$ cat src/hdl/idu_pkg.sv
`default_nettype none

package idu_pkg;

    localparam int XLEN   = 32;
    localparam int REG_AW = 5;

    // rv32i major opcodes
    localparam logic [6:0] OPC_OP     = 7'b0110011;
    localparam logic [6:0] OPC_OP_IMM = 7'b0010011;
    localparam logic [6:0] OPC_LOAD   = 7'b0000011;
    localparam logic [6:0] OPC_STORE  = 7'b0100011;
    localparam logic [6:0] OPC_BRANCH = 7'b1100011;
    localparam logic [6:0] OPC_LUI    = 7'b0110111;
    localparam logic [6:0] OPC_AUIPC  = 7'b0010111;
    localparam logic [6:0] OPC_JAL    = 7'b1101111;
    localparam logic [6:0] OPC_JALR   = 7'b1100111;

    localparam logic [2:0] F3_ADD  = 3'b000;
    localparam logic [2:0] F3_SLL  = 3'b001;
    localparam logic [2:0] F3_SLT  = 3'b010;
    localparam logic [2:0] F3_SLTU = 3'b011;
    localparam logic [2:0] F3_XOR  = 3'b100;
    localparam logic [2:0] F3_SR   = 3'b101;
    localparam logic [2:0] F3_OR   = 3'b110;
    localparam logic [2:0] F3_AND  = 3'b111;

    localparam logic [6:0] F7_NORM = 7'b0000000;
    localparam logic [6:0] F7_ALT  = 7'b0100000;

    // low bit of each instruction field
    localparam int OPC_LSB = 0;
    localparam int RD_LSB  = 7;
    localparam int F3_LSB  = 12;
    localparam int RS1_LSB = 15;
    localparam int RS2_LSB = 20;
    localparam int F7_LSB  = 25;

    typedef enum logic [4:0] {
        OP_NONE,
        OP_ADD, OP_SUB, OP_SLT, OP_SLTU, OP_XOR, OP_OR, OP_AND,
        OP_SLL, OP_SRL, OP_SRA,
        OP_BEQ, OP_BNE, OP_BLT, OP_BGE, OP_BLTU, OP_BGEU,
        OP_LB, OP_LH, OP_LW, OP_LBU, OP_LHU,
        OP_SB, OP_SH, OP_SW,
        OP_LUI, OP_AUIPC, OP_JAL, OP_JALR
    } alu_op_e;

    typedef struct packed {
        logic [XLEN-1:0] ins;
        logic [XLEN-1:0] pc;
    } fetch_t;

    // ld marks a value that is still a pending load
    typedef struct packed {
        logic              vld;
        logic              ld;
        logic [REG_AW-1:0] addr;
        logic [XLEN-1:0]   data;
    } fwd_t;

    typedef struct packed {
        logic              vld;
        logic [REG_AW-1:0] addr;
        logic [XLEN-1:0]   data;
    } rf_wb_t;

    typedef struct packed {
        alu_op_e           op;
        logic              wb_vld;
        logic [REG_AW-1:0] wb_addr;
        logic [XLEN-1:0]   src1;
        logic [XLEN-1:0]   src2;
        logic [XLEN-1:0]   br_st_imm;
        logic [XLEN-1:0]   pc;
    } issue_t;

    typedef struct packed {
        alu_op_e op;
        logic    wb_vld;
        logic    use_rs1;
        logic    use_rs2;
        logic    src2_imm;
    } dec_t;

endpackage

`default_nettype wire

$ cat src/hdl/idu_op_decode.sv
`timescale 1ns/1ps
`default_nettype none

module idu_op_decode (
    input  logic [idu_pkg::XLEN-1:0] ins_i,
    output idu_pkg::dec_t            dec_o
);
    import idu_pkg::*;

    logic [6:0] opc;
    logic [2:0] f3;
    logic [6:0] f7;
    logic       r_fmt, i_fmt, s_fmt, b_fmt, u_fmt, j_fmt;
    alu_op_e    arith_op;
    alu_op_e    op;

    assign opc = ins_i[OPC_LSB +: 7];
    assign f3  = ins_i[F3_LSB +: 3];
    assign f7  = ins_i[F7_LSB +: 7];

    assign r_fmt = (opc == OPC_OP);
    assign i_fmt = (opc == OPC_OP_IMM) | (opc == OPC_LOAD) | (opc == OPC_JALR);
    assign s_fmt = (opc == OPC_STORE);
    assign b_fmt = (opc == OPC_BRANCH);
    assign u_fmt = (opc == OPC_LUI) | (opc == OPC_AUIPC);
    assign j_fmt = (opc == OPC_JAL);

    // base arithmetic op, funct7 qualified below
    always_comb begin
        case (f3)
            F3_ADD:  arith_op = OP_ADD;
            F3_SLL:  arith_op = OP_SLL;
            F3_SLT:  arith_op = OP_SLT;
            F3_SLTU: arith_op = OP_SLTU;
            F3_XOR:  arith_op = OP_XOR;
            F3_SR:   arith_op = OP_SRL;
            F3_OR:   arith_op = OP_OR;
            default: arith_op = OP_AND;
        endcase
    end

    always_comb begin
        op = OP_NONE;
        case (opc)
            OPC_OP, OPC_OP_IMM: begin
                if (f7 == F7_ALT && (f3 == F3_SR || (f3 == F3_ADD && r_fmt))) begin
                    op = (f3 == F3_SR) ? OP_SRA : OP_SUB;
                end else if (f7 == F7_NORM || (!r_fmt && f3 != F3_SLL && f3 != F3_SR)) begin
                    // immediate forms carry imm bits in funct7 except for shifts
                    op = arith_op;
                end
            end
            OPC_LOAD: begin
                case (f3)
                    F3_ADD:  op = OP_LB;
                    F3_SLL:  op = OP_LH;
                    F3_SLT:  op = OP_LW;
                    F3_XOR:  op = OP_LBU;
                    F3_SR:   op = OP_LHU;
                    default: op = OP_NONE;
                endcase
            end
            OPC_STORE: begin
                case (f3)
                    F3_ADD:  op = OP_SB;
                    F3_SLL:  op = OP_SH;
                    F3_SLT:  op = OP_SW;
                    default: op = OP_NONE;
                endcase
            end
            OPC_BRANCH: begin
                case (f3)
                    F3_ADD:  op = OP_BEQ;
                    F3_SLL:  op = OP_BNE;
                    F3_XOR:  op = OP_BLT;
                    F3_SR:   op = OP_BGE;
                    F3_OR:   op = OP_BLTU;
                    F3_AND:  op = OP_BGEU;
                    default: op = OP_NONE;
                endcase
            end
            OPC_LUI:   op = OP_LUI;
            OPC_AUIPC: op = OP_AUIPC;
            OPC_JAL:   op = OP_JAL;
            OPC_JALR:  op = (f3 == F3_ADD) ? OP_JALR : OP_NONE;
            default:   op = OP_NONE;
        endcase
    end

    assign dec_o = '{
        op:       op,
        wb_vld:   r_fmt | i_fmt | u_fmt | j_fmt,
        use_rs1:  ~(u_fmt | j_fmt),
        use_rs2:  r_fmt | s_fmt | b_fmt,
        src2_imm: i_fmt | u_fmt | j_fmt
    };

endmodule

`default_nettype wire

$ cat src/hdl/idu_imm_gen.sv
`timescale 1ns/1ps
`default_nettype none

module idu_imm_gen (
    input  logic [idu_pkg::XLEN-1:0] ins_i,
    output logic [idu_pkg::XLEN-1:0] imm_o,
    output logic [idu_pkg::XLEN-1:0] br_st_imm_o
);
    import idu_pkg::*;

    logic [XLEN-1:0] i_imm;
    logic [XLEN-1:0] s_imm;
    logic [XLEN-1:0] b_imm;
    logic [XLEN-1:0] u_imm;
    logic [XLEN-1:0] j_imm;

    assign i_imm = {{(XLEN-12){ins_i[31]}}, ins_i[31:20]};
    assign s_imm = {{(XLEN-12){ins_i[31]}}, ins_i[31:25], ins_i[11:7]};
    assign b_imm = {{(XLEN-13){ins_i[31]}}, ins_i[31], ins_i[7], ins_i[30:25],
                    ins_i[11:8], 1'b0};
    // upper 20 bits, zeros below
    assign u_imm = {ins_i[31:12], {(XLEN-20){1'b0}}};
    assign j_imm = {{(XLEN-21){ins_i[31]}}, ins_i[31], ins_i[19:12], ins_i[20],
                    ins_i[30:21], 1'b0};

    always_comb begin
        imm_o       = '0;
        br_st_imm_o = '0;
        case (ins_i[OPC_LSB +: 7])
            OPC_OP_IMM, OPC_LOAD, OPC_JALR: imm_o = i_imm;
            OPC_STORE: begin
                imm_o       = s_imm;
                br_st_imm_o = s_imm;
            end
            OPC_BRANCH: begin
                imm_o       = b_imm;
                br_st_imm_o = b_imm;
            end
            OPC_LUI, OPC_AUIPC: imm_o = u_imm;
            OPC_JAL:            imm_o = j_imm;
            default:            imm_o = '0;
        endcase
    end

endmodule

`default_nettype wire

$ cat src/hdl/idu_bypass.sv
`timescale 1ns/1ps
`default_nettype none

module idu_bypass (
    input  logic [idu_pkg::REG_AW-1:0] rs_addr_i,
    input  logic                       use_i,
    input  logic [idu_pkg::XLEN-1:0]   rf_data_i,
    input  idu_pkg::fwd_t              alu_fwd_i,
    input  idu_pkg::fwd_t              lsu_fwd_i,
    input  idu_pkg::rf_wb_t            rf_wb_i,
    output logic [idu_pkg::XLEN-1:0]   data_o,
    output logic                       ld_hazard_o
);

    logic alu_hit;
    logic lsu_hit;
    logic rf_hit;

    // x0 is matched like any other register
    assign alu_hit = use_i & alu_fwd_i.vld & (alu_fwd_i.addr == rs_addr_i);
    assign lsu_hit = use_i & lsu_fwd_i.vld & (lsu_fwd_i.addr == rs_addr_i);
    assign rf_hit  = use_i & rf_wb_i.vld & (rf_wb_i.addr == rs_addr_i);

    // pending load result, wait for it
    assign ld_hazard_o = (alu_hit & alu_fwd_i.ld) | (lsu_hit & lsu_fwd_i.ld);

    assign data_o = (alu_hit & ~alu_fwd_i.ld) ? alu_fwd_i.data :
                    (lsu_hit & ~lsu_fwd_i.ld) ? lsu_fwd_i.data :
                    rf_hit                    ? rf_wb_i.data   :
                                                rf_data_i;

endmodule

`default_nettype wire

$ cat src/hdl/idu_issue_reg.sv
`timescale 1ns/1ps
`default_nettype none

module idu_issue_reg (
    input  logic            clk,
    input  logic            rst_n_i,
    input  logic            ifu_vld_i,
    input  logic            flush_i,
    input  logic            ld_hazard_i,
    input  logic            alu_rdy_i,
    input  idu_pkg::issue_t issue_d_i,
    output logic            ifu_rdy_o,
    output logic            alu_vld_o,
    output idu_pkg::issue_t issue_o
);

    logic            accept;
    logic            vld_q;
    idu_pkg::issue_t issue_q;

    // room when the held item leaves this cycle or none is held
    assign ifu_rdy_o = (alu_rdy_i | ~vld_q) & ~ld_hazard_i;
    assign accept    = ifu_vld_i & ifu_rdy_o & ~flush_i;

    always_ff @(posedge clk) begin
        if (!rst_n_i) begin
            vld_q <= 1'b0;
        end else begin
            vld_q <= accept | (vld_q & ~alu_rdy_i);
        end
    end

    // payload only moves on accept, so it stays put under back-pressure
    always_ff @(posedge clk) begin
        if (accept) begin
            issue_q <= issue_d_i;
        end
    end

    assign alu_vld_o = vld_q;
    assign issue_o   = issue_q;

endmodule

`default_nettype wire

$ cat src/hdl/idu.sv
`timescale 1ns/1ps
`default_nettype none

module idu (
    input  logic                       clk,
    input  logic                       rst_n_i,
    input  logic                       ifu_vld_i,
    input  idu_pkg::fetch_t            fetch_i,
    input  logic                       flush_i,
    input  logic                       alu_rdy_i,
    input  idu_pkg::fwd_t              alu_fwd_i,
    input  idu_pkg::fwd_t              lsu_fwd_i,
    input  idu_pkg::rf_wb_t            rf_wb_i,
    input  logic [idu_pkg::XLEN-1:0]   rf_src1_data_i,
    input  logic [idu_pkg::XLEN-1:0]   rf_src2_data_i,
    output logic                       ifu_rdy_o,
    output logic                       alu_vld_o,
    output idu_pkg::issue_t            issue_o,
    output logic [idu_pkg::REG_AW-1:0] rf_src1_addr_o,
    output logic [idu_pkg::REG_AW-1:0] rf_src2_addr_o
);
    import idu_pkg::*;

    dec_t            dec;
    logic [XLEN-1:0] imm;
    logic [XLEN-1:0] br_st_imm;
    logic [XLEN-1:0] src1_byp;
    logic [XLEN-1:0] src2_byp;
    logic            src1_ld_hazard;
    logic            src2_ld_hazard;
    issue_t          issue_d;

    // register file read straight from the fetched word
    assign rf_src1_addr_o = fetch_i.ins[RS1_LSB +: REG_AW];
    assign rf_src2_addr_o = fetch_i.ins[RS2_LSB +: REG_AW];

    idu_op_decode i_op_decode (
        .ins_i (fetch_i.ins),
        .dec_o (dec)
    );

    idu_imm_gen i_imm_gen (
        .ins_i       (fetch_i.ins),
        .imm_o       (imm),
        .br_st_imm_o (br_st_imm)
    );

    idu_bypass i_bypass_src1 (
        .rs_addr_i   (rf_src1_addr_o),
        .use_i       (dec.use_rs1),
        .rf_data_i   (rf_src1_data_i),
        .alu_fwd_i   (alu_fwd_i),
        .lsu_fwd_i   (lsu_fwd_i),
        .rf_wb_i     (rf_wb_i),
        .data_o      (src1_byp),
        .ld_hazard_o (src1_ld_hazard)
    );

    idu_bypass i_bypass_src2 (
        .rs_addr_i   (rf_src2_addr_o),
        .use_i       (dec.use_rs2),
        .rf_data_i   (rf_src2_data_i),
        .alu_fwd_i   (alu_fwd_i),
        .lsu_fwd_i   (lsu_fwd_i),
        .rf_wb_i     (rf_wb_i),
        .data_o      (src2_byp),
        .ld_hazard_o (src2_ld_hazard)
    );

    assign issue_d = '{
        op:        dec.op,
        wb_vld:    dec.wb_vld,
        wb_addr:   fetch_i.ins[RD_LSB +: REG_AW],
        src1:      src1_byp,
        src2:      dec.src2_imm ? imm : src2_byp,
        br_st_imm: br_st_imm,
        pc:        fetch_i.pc
    };

    idu_issue_reg i_issue_reg (
        .clk         (clk),
        .rst_n_i     (rst_n_i),
        .ifu_vld_i   (ifu_vld_i),
        .flush_i     (flush_i),
        .ld_hazard_i (src1_ld_hazard | src2_ld_hazard),
        .alu_rdy_i   (alu_rdy_i),
        .issue_d_i   (issue_d),
        .ifu_rdy_o   (ifu_rdy_o),
        .alu_vld_o   (alu_vld_o),
        .issue_o     (issue_o)
    );

endmodule

`default_nettype wire

$ cat config.mk
export PLATFORM = sky130hd
export DESIGN_NAME = idu
export DESIGN_NICKNAME = d
export VERILOG_FILES = /design/src/hdl/idu_pkg.sv /design/src/hdl/idu_op_decode.sv /design/src/hdl/idu_imm_gen.sv /design/src/hdl/idu_bypass.sv /design/src/hdl/idu_issue_reg.sv /design/src/hdl/idu.sv
export SDC_FILE = /design/constraint.sdc
export NUM_CORES = 1
export LEC_CHECK = 0
export ABC_AREA = 1
export BUFFER_PORTS_ARGS = -buffer_cell sky130_fd_sc_hd__buf_2
export CORE_AREA = 2 2 154 156
export DETAILED_ROUTE_END_ITERATION = 8
export DIE_AREA = 0 0 156 158
export GPL_TIMING_DRIVEN = 1
export HOLD_SLACK_MARGIN = 0.08
export PLACE_DENSITY = 0.7
export SETUP_SLACK_MARGIN = 0.1
export SYNTH_ARGS = -nofsm -noshare
export SYNTH_HDL_FRONTEND = slang
export SYNTH_HIERARCHICAL = 1
export SYNTH_SLANG_ARGS = --single-unit
$ cat constraint.sdc
create_clock -name clk -period 30.9 [get_ports clk]
set_clock_uncertainty 0.1 [all_clocks]
set_input_delay 6.18 -clock clk [delete_from_list [all_inputs] [get_ports clk]]
set_output_delay 6.18 -clock clk [all_outputs]
set_load 0.02 [all_outputs]
==> impl_metrics.py <==
metrics = {
    "place": {
        "port_buffers": 399,
        "place_congestion": 0.855,
        "dp_hpwl_um": 24700,
        "dpl.cell_count": 1855,
    },
    "detailed_routing": {
        "num_vias": 9724,
        "firstDrtPassIters": 7,
        "wl_per_cell_um": 17.7,
        "drc_errors": 0,
        "drtIter0Drc": 745,
        "antenna_left": 0,
        "drt_wl_total_um": 33600,
        "via_per_inst": 5.13,
    },
    "setup_path": {
        "end_kind": "primary output",
        "path_buf_inv": 5,
        "worstSetupPathType": "in -> out",
        "cp.required_ns": 24.62,
        "reg2reg_depth": 5,
        "slowest_stage": "a211oi_1",
        "path_depth": 14,
        "cp-endpoint": "ifu_rdy_o",
        "reg2reg_to": "i_issue_reg/issue_o[64]$_DFFE_PP_",
        "slowest_delay_ns": 0.43,
        "crit_path_start": "fetch_i[33]",
        "startpoint_type": "primary input",
        "cp_cell_sequence": "buf_2 -> nand2_2 -> inv_1 -> nand2_1 -> a211oi_1 -> nand2_1 -> nor3_2 -> nand3_2 -> o21ai_0 -> or2_2 -> inv_1 -> o21ai_2 -> inv_1 -> buf_2",
        "timing.rr.start": "i_issue_reg/alu_vld_o$_SDFF_PN0_",
        "arrival_ns": 8.24,
        "cpMostUsedCell": "inv_1",
        "ff2ff_setup_slack_ns": 28.62,
        "crit_family": "simple AND/OR/NAND/NOR gates",
        "critPathMaxFanout": 4,
    },
    "power_and_ir_drop": {
        "peakVddDrop_mv": 0.0359,
        "power_density_mw_per_mm2": 42.5,
        "swShare": 0.298,
        "comb_power_share": 0.173,
        "p_seq_frac": 0.439,
        "internal_power_mw": 0.352,
        "cellLeakagePower_nw": 6.18,
        "clkPwrFrac": 0.388,
        "power_switching_mw": 0.149,
    },
    "synth": {
        "syn_area_per_cell_um2": 7.56,
        "netlist_area_mm2": 0.00944,
        "synth.distinct_cells": 33,
        "synth_area_leaders": "edfxtp_1 (44%), nand2_1 (19%), nor2_1 (7.6%)",
        "synth-seq-cells": 140,
        "syn_nets": 1498,
        "syn-instance-count": 1249,
        "synthFlopType": "edfxtp_1",
        "synth_common_cells": "nand2_1 (473), nor2_1 (190), edfxtp_1 (139)",
        "yosysMostFrequentCell": "nand2_1",
        "synth-seq-area-share": 0.444,
        "synthArstFlopShare": 0,
        "synth_edf_count": 139,
        "yosysTopAreaCell": "edfxtp_1",
        "yosysWarnings": 6,
        "yosys.area.top_type_share": 0.442,
    },
    "timing": {
        "min_period_ns": 14.52,
        "setup_violations": 0,
        "rsz0062_at_grt": "false",
        "tns_ns": 0,
        "slew_violations": 0,
        "min_period_over_period": 0.470,
        "hold_viol": 0,
        "fmax_mhz": 68.9,
        "worst_pin_slew_ns": 1.07,
        "max_slew_margin": 0.287,
    },
    "die": {
        "die-area_mm2": 0.0246,
        "coreArea_mm2": 0.0231,
        "pin_count": 400,
        "die_width_um": 156,
        "num_rows": 56,
        "die_h_um": 158,
        "initial_core_util": 0.410,
    },
    "clock_tree": {
        "cts_max_level": 4,
        "clk_path_buf_depth": 2,
        "cts.clk_slew.worst_paths_ns": 0.06,
        "cts_setup_buffers": 0,
        "cts_buffers": 17,
        "cts_tree": "yes",
        "cts_resized": 0,
        "hold_buffers": 0,
        "clkLatencyLatePin_ns": 0.41,
        "cts_root_buf": "clkbuf_16",
        "cts.sinks": 140,
    },
    "global_route": {
        "grt_overflow": 0,
        "grt_pass1_vias": 8959,
        "met2_usage": 0.452,
        "grt_antenna_before_repair": 7,
        "top_usage_layer": "met2",
        "grt_use_met1": 0.332,
        "grt_util_met3": 0.0495,
        "track_usage": 0.265,
        "grt_max_degree": 65,
        "grt_pass1_wl_um": 49600,
    },
    "cells_and_area": {
        "ff_latch_area_mm2": 0.00419,
        "final_nets": 1833,
        "nFillCells": 2273,
        "multi_input_area_mm2": 0.00428,
        "syn_to_final_growth_pct": 25.0,
        "layout-drive-gt1-share": 0.338,
        "instances_no_fill": 1894,
    },
    "flow_run": {
        "drv_cap": 0,
    },
    "outcome": {
        "status": "finished, final reports clean",
    },
    "min_path": {
        "hold_path_class": "reg -> reg",
        "hp-start": "i_issue_reg/alu_vld_o$_SDFF_PN0_",
    },
}
[registers in the layout (all words and copies together) (netlist names)]
register	flops
i_issue_reg/issue_o	139
i_issue_reg/alu_vld_o	1
[kinds of logic after synthesis]
kind of cell / after synthesis / share of synthesized area
xor gates and xnor gates: 4 / 0.00371
buffers and inverters: 178 / 0.109
AOI/OAI and AO/OA: 22 / 0.0131
and+or+nand+nor: 905 / 0.430
DFF: 140 / 0.444
[metrics by stage]
step / area (um^2) / total power [mW] / util / setup WS (ns) / hold slack (ns)
floorplan: 9440 / 0.273 / - / 13.20 / 0.577
CTS: 11800 / 0.504 / 0.511 / 16.36 / 0.520
finish: 11800 / 0.501 / 0.512 / 16.38 / 0.522
global placement: 11200 / 0.310 / 0.487 / 16.49 / 0.501
global route: 11800 / 0.520 / 0.512 / 16.20 / 0.593
detailed placement: 11200 / 0.310 / 0.487 / 16.35 / 0.501
[worst register-to-register path: cells and delay by family (launching register included)]
family	cells	cell delay, ns
compound gates	1	0.07
buf+inv	3	1.26
flops	1	0.31
simple gates	1	0.13
[how the worst min path moves through the flow]
stage / to / slack [ns] / cells past startpoint
after global placement: i_issue_reg/alu_vld_o$_SDFF_PN0_ / 0.50 / 4
after global routing: i_issue_reg/alu_vld_o$_SDFF_PN0_ / 0.59 / 4
final: i_issue_reg/alu_vld_o$_SDFF_PN0_ / 0.52 / 4
after floorplan: i_issue_reg/alu_vld_o$_SDFF_PN0_ / 0.58 / 4
after detailed placement: i_issue_reg/alu_vld_o$_SDFF_PN0_ / 0.50 / 4
after CTS: i_issue_reg/alu_vld_o$_SDFF_PN0_ / 0.52 / 4
[cells in the final DEF (no fill, tap or decap)]
| cell | instances |
|---|---|
| a211oi_1 | 1 |
| a21oi_1 | 3 |
| buf_2 | 399 |
| buf_4 | 9 |
| clkbuf_16 | 17 |
| clkinv_1 | 2 |
| clkinv_4 | 1 |
| clkinvlp_4 | 5 |
| dfxtp_1 | 1 |
| diode_2 | 7 |
| edfxtp_1 | 139 |
| inv_1 | 62 |
| inv_2 | 21 |
| inv_4 | 1 |
| inv_6 | 6 |
| inv_8 | 3 |
| nand2_1 | 473 |
| nand2_2 | 21 |
| nand2_4 | 3 |
| nand3_1 | 94 |
| nand3_2 | 23 |
| nand4_1 | 74 |
| nand4_4 | 2 |
| nor2_1 | 188 |
| nor2_2 | 8 |
| nor2_4 | 11 |
| nor2_8 | 2 |
| nor3_1 | 1 |
| nor3_2 | 4 |
| o211ai_2 | 1 |
| o21ai_0 | 8 |
| o21ai_1 | 8 |
| o21ai_2 | 1 |
| or2_2 | 1 |
| xor2_1 | 4 |
[power groups by stage]
stage	registers [mW]	logic [mW]	clock network, mW
finish	0.220	0.0865	0.194
global placement	0.224	0.0855	0
global route	0.221	0.0943	0.205
detailed placement	0.224	0.0858	0
CTS	0.220	0.0861	0.198
floorplan	0.238	0.0359	0
[metal layers]
layer	vias to the layer above	part of all wire
li1	4729	-
met1	4415	0.40
met2	508	0.48
met3	70	0.085
met4	2	0.033
met5	-	0.00027
[cell type report]
class	count	share of cell area
antenna	7	0.00148
clock buffer	17	0.0361
clock inverter	15	0.0106
inverter	86	0.0282
multi-input combinational	931	0.362
sequential	140	0.355
tap	290	0.0308
timing repair buffer	408	0.175
(Power assumes the default switching activity.)
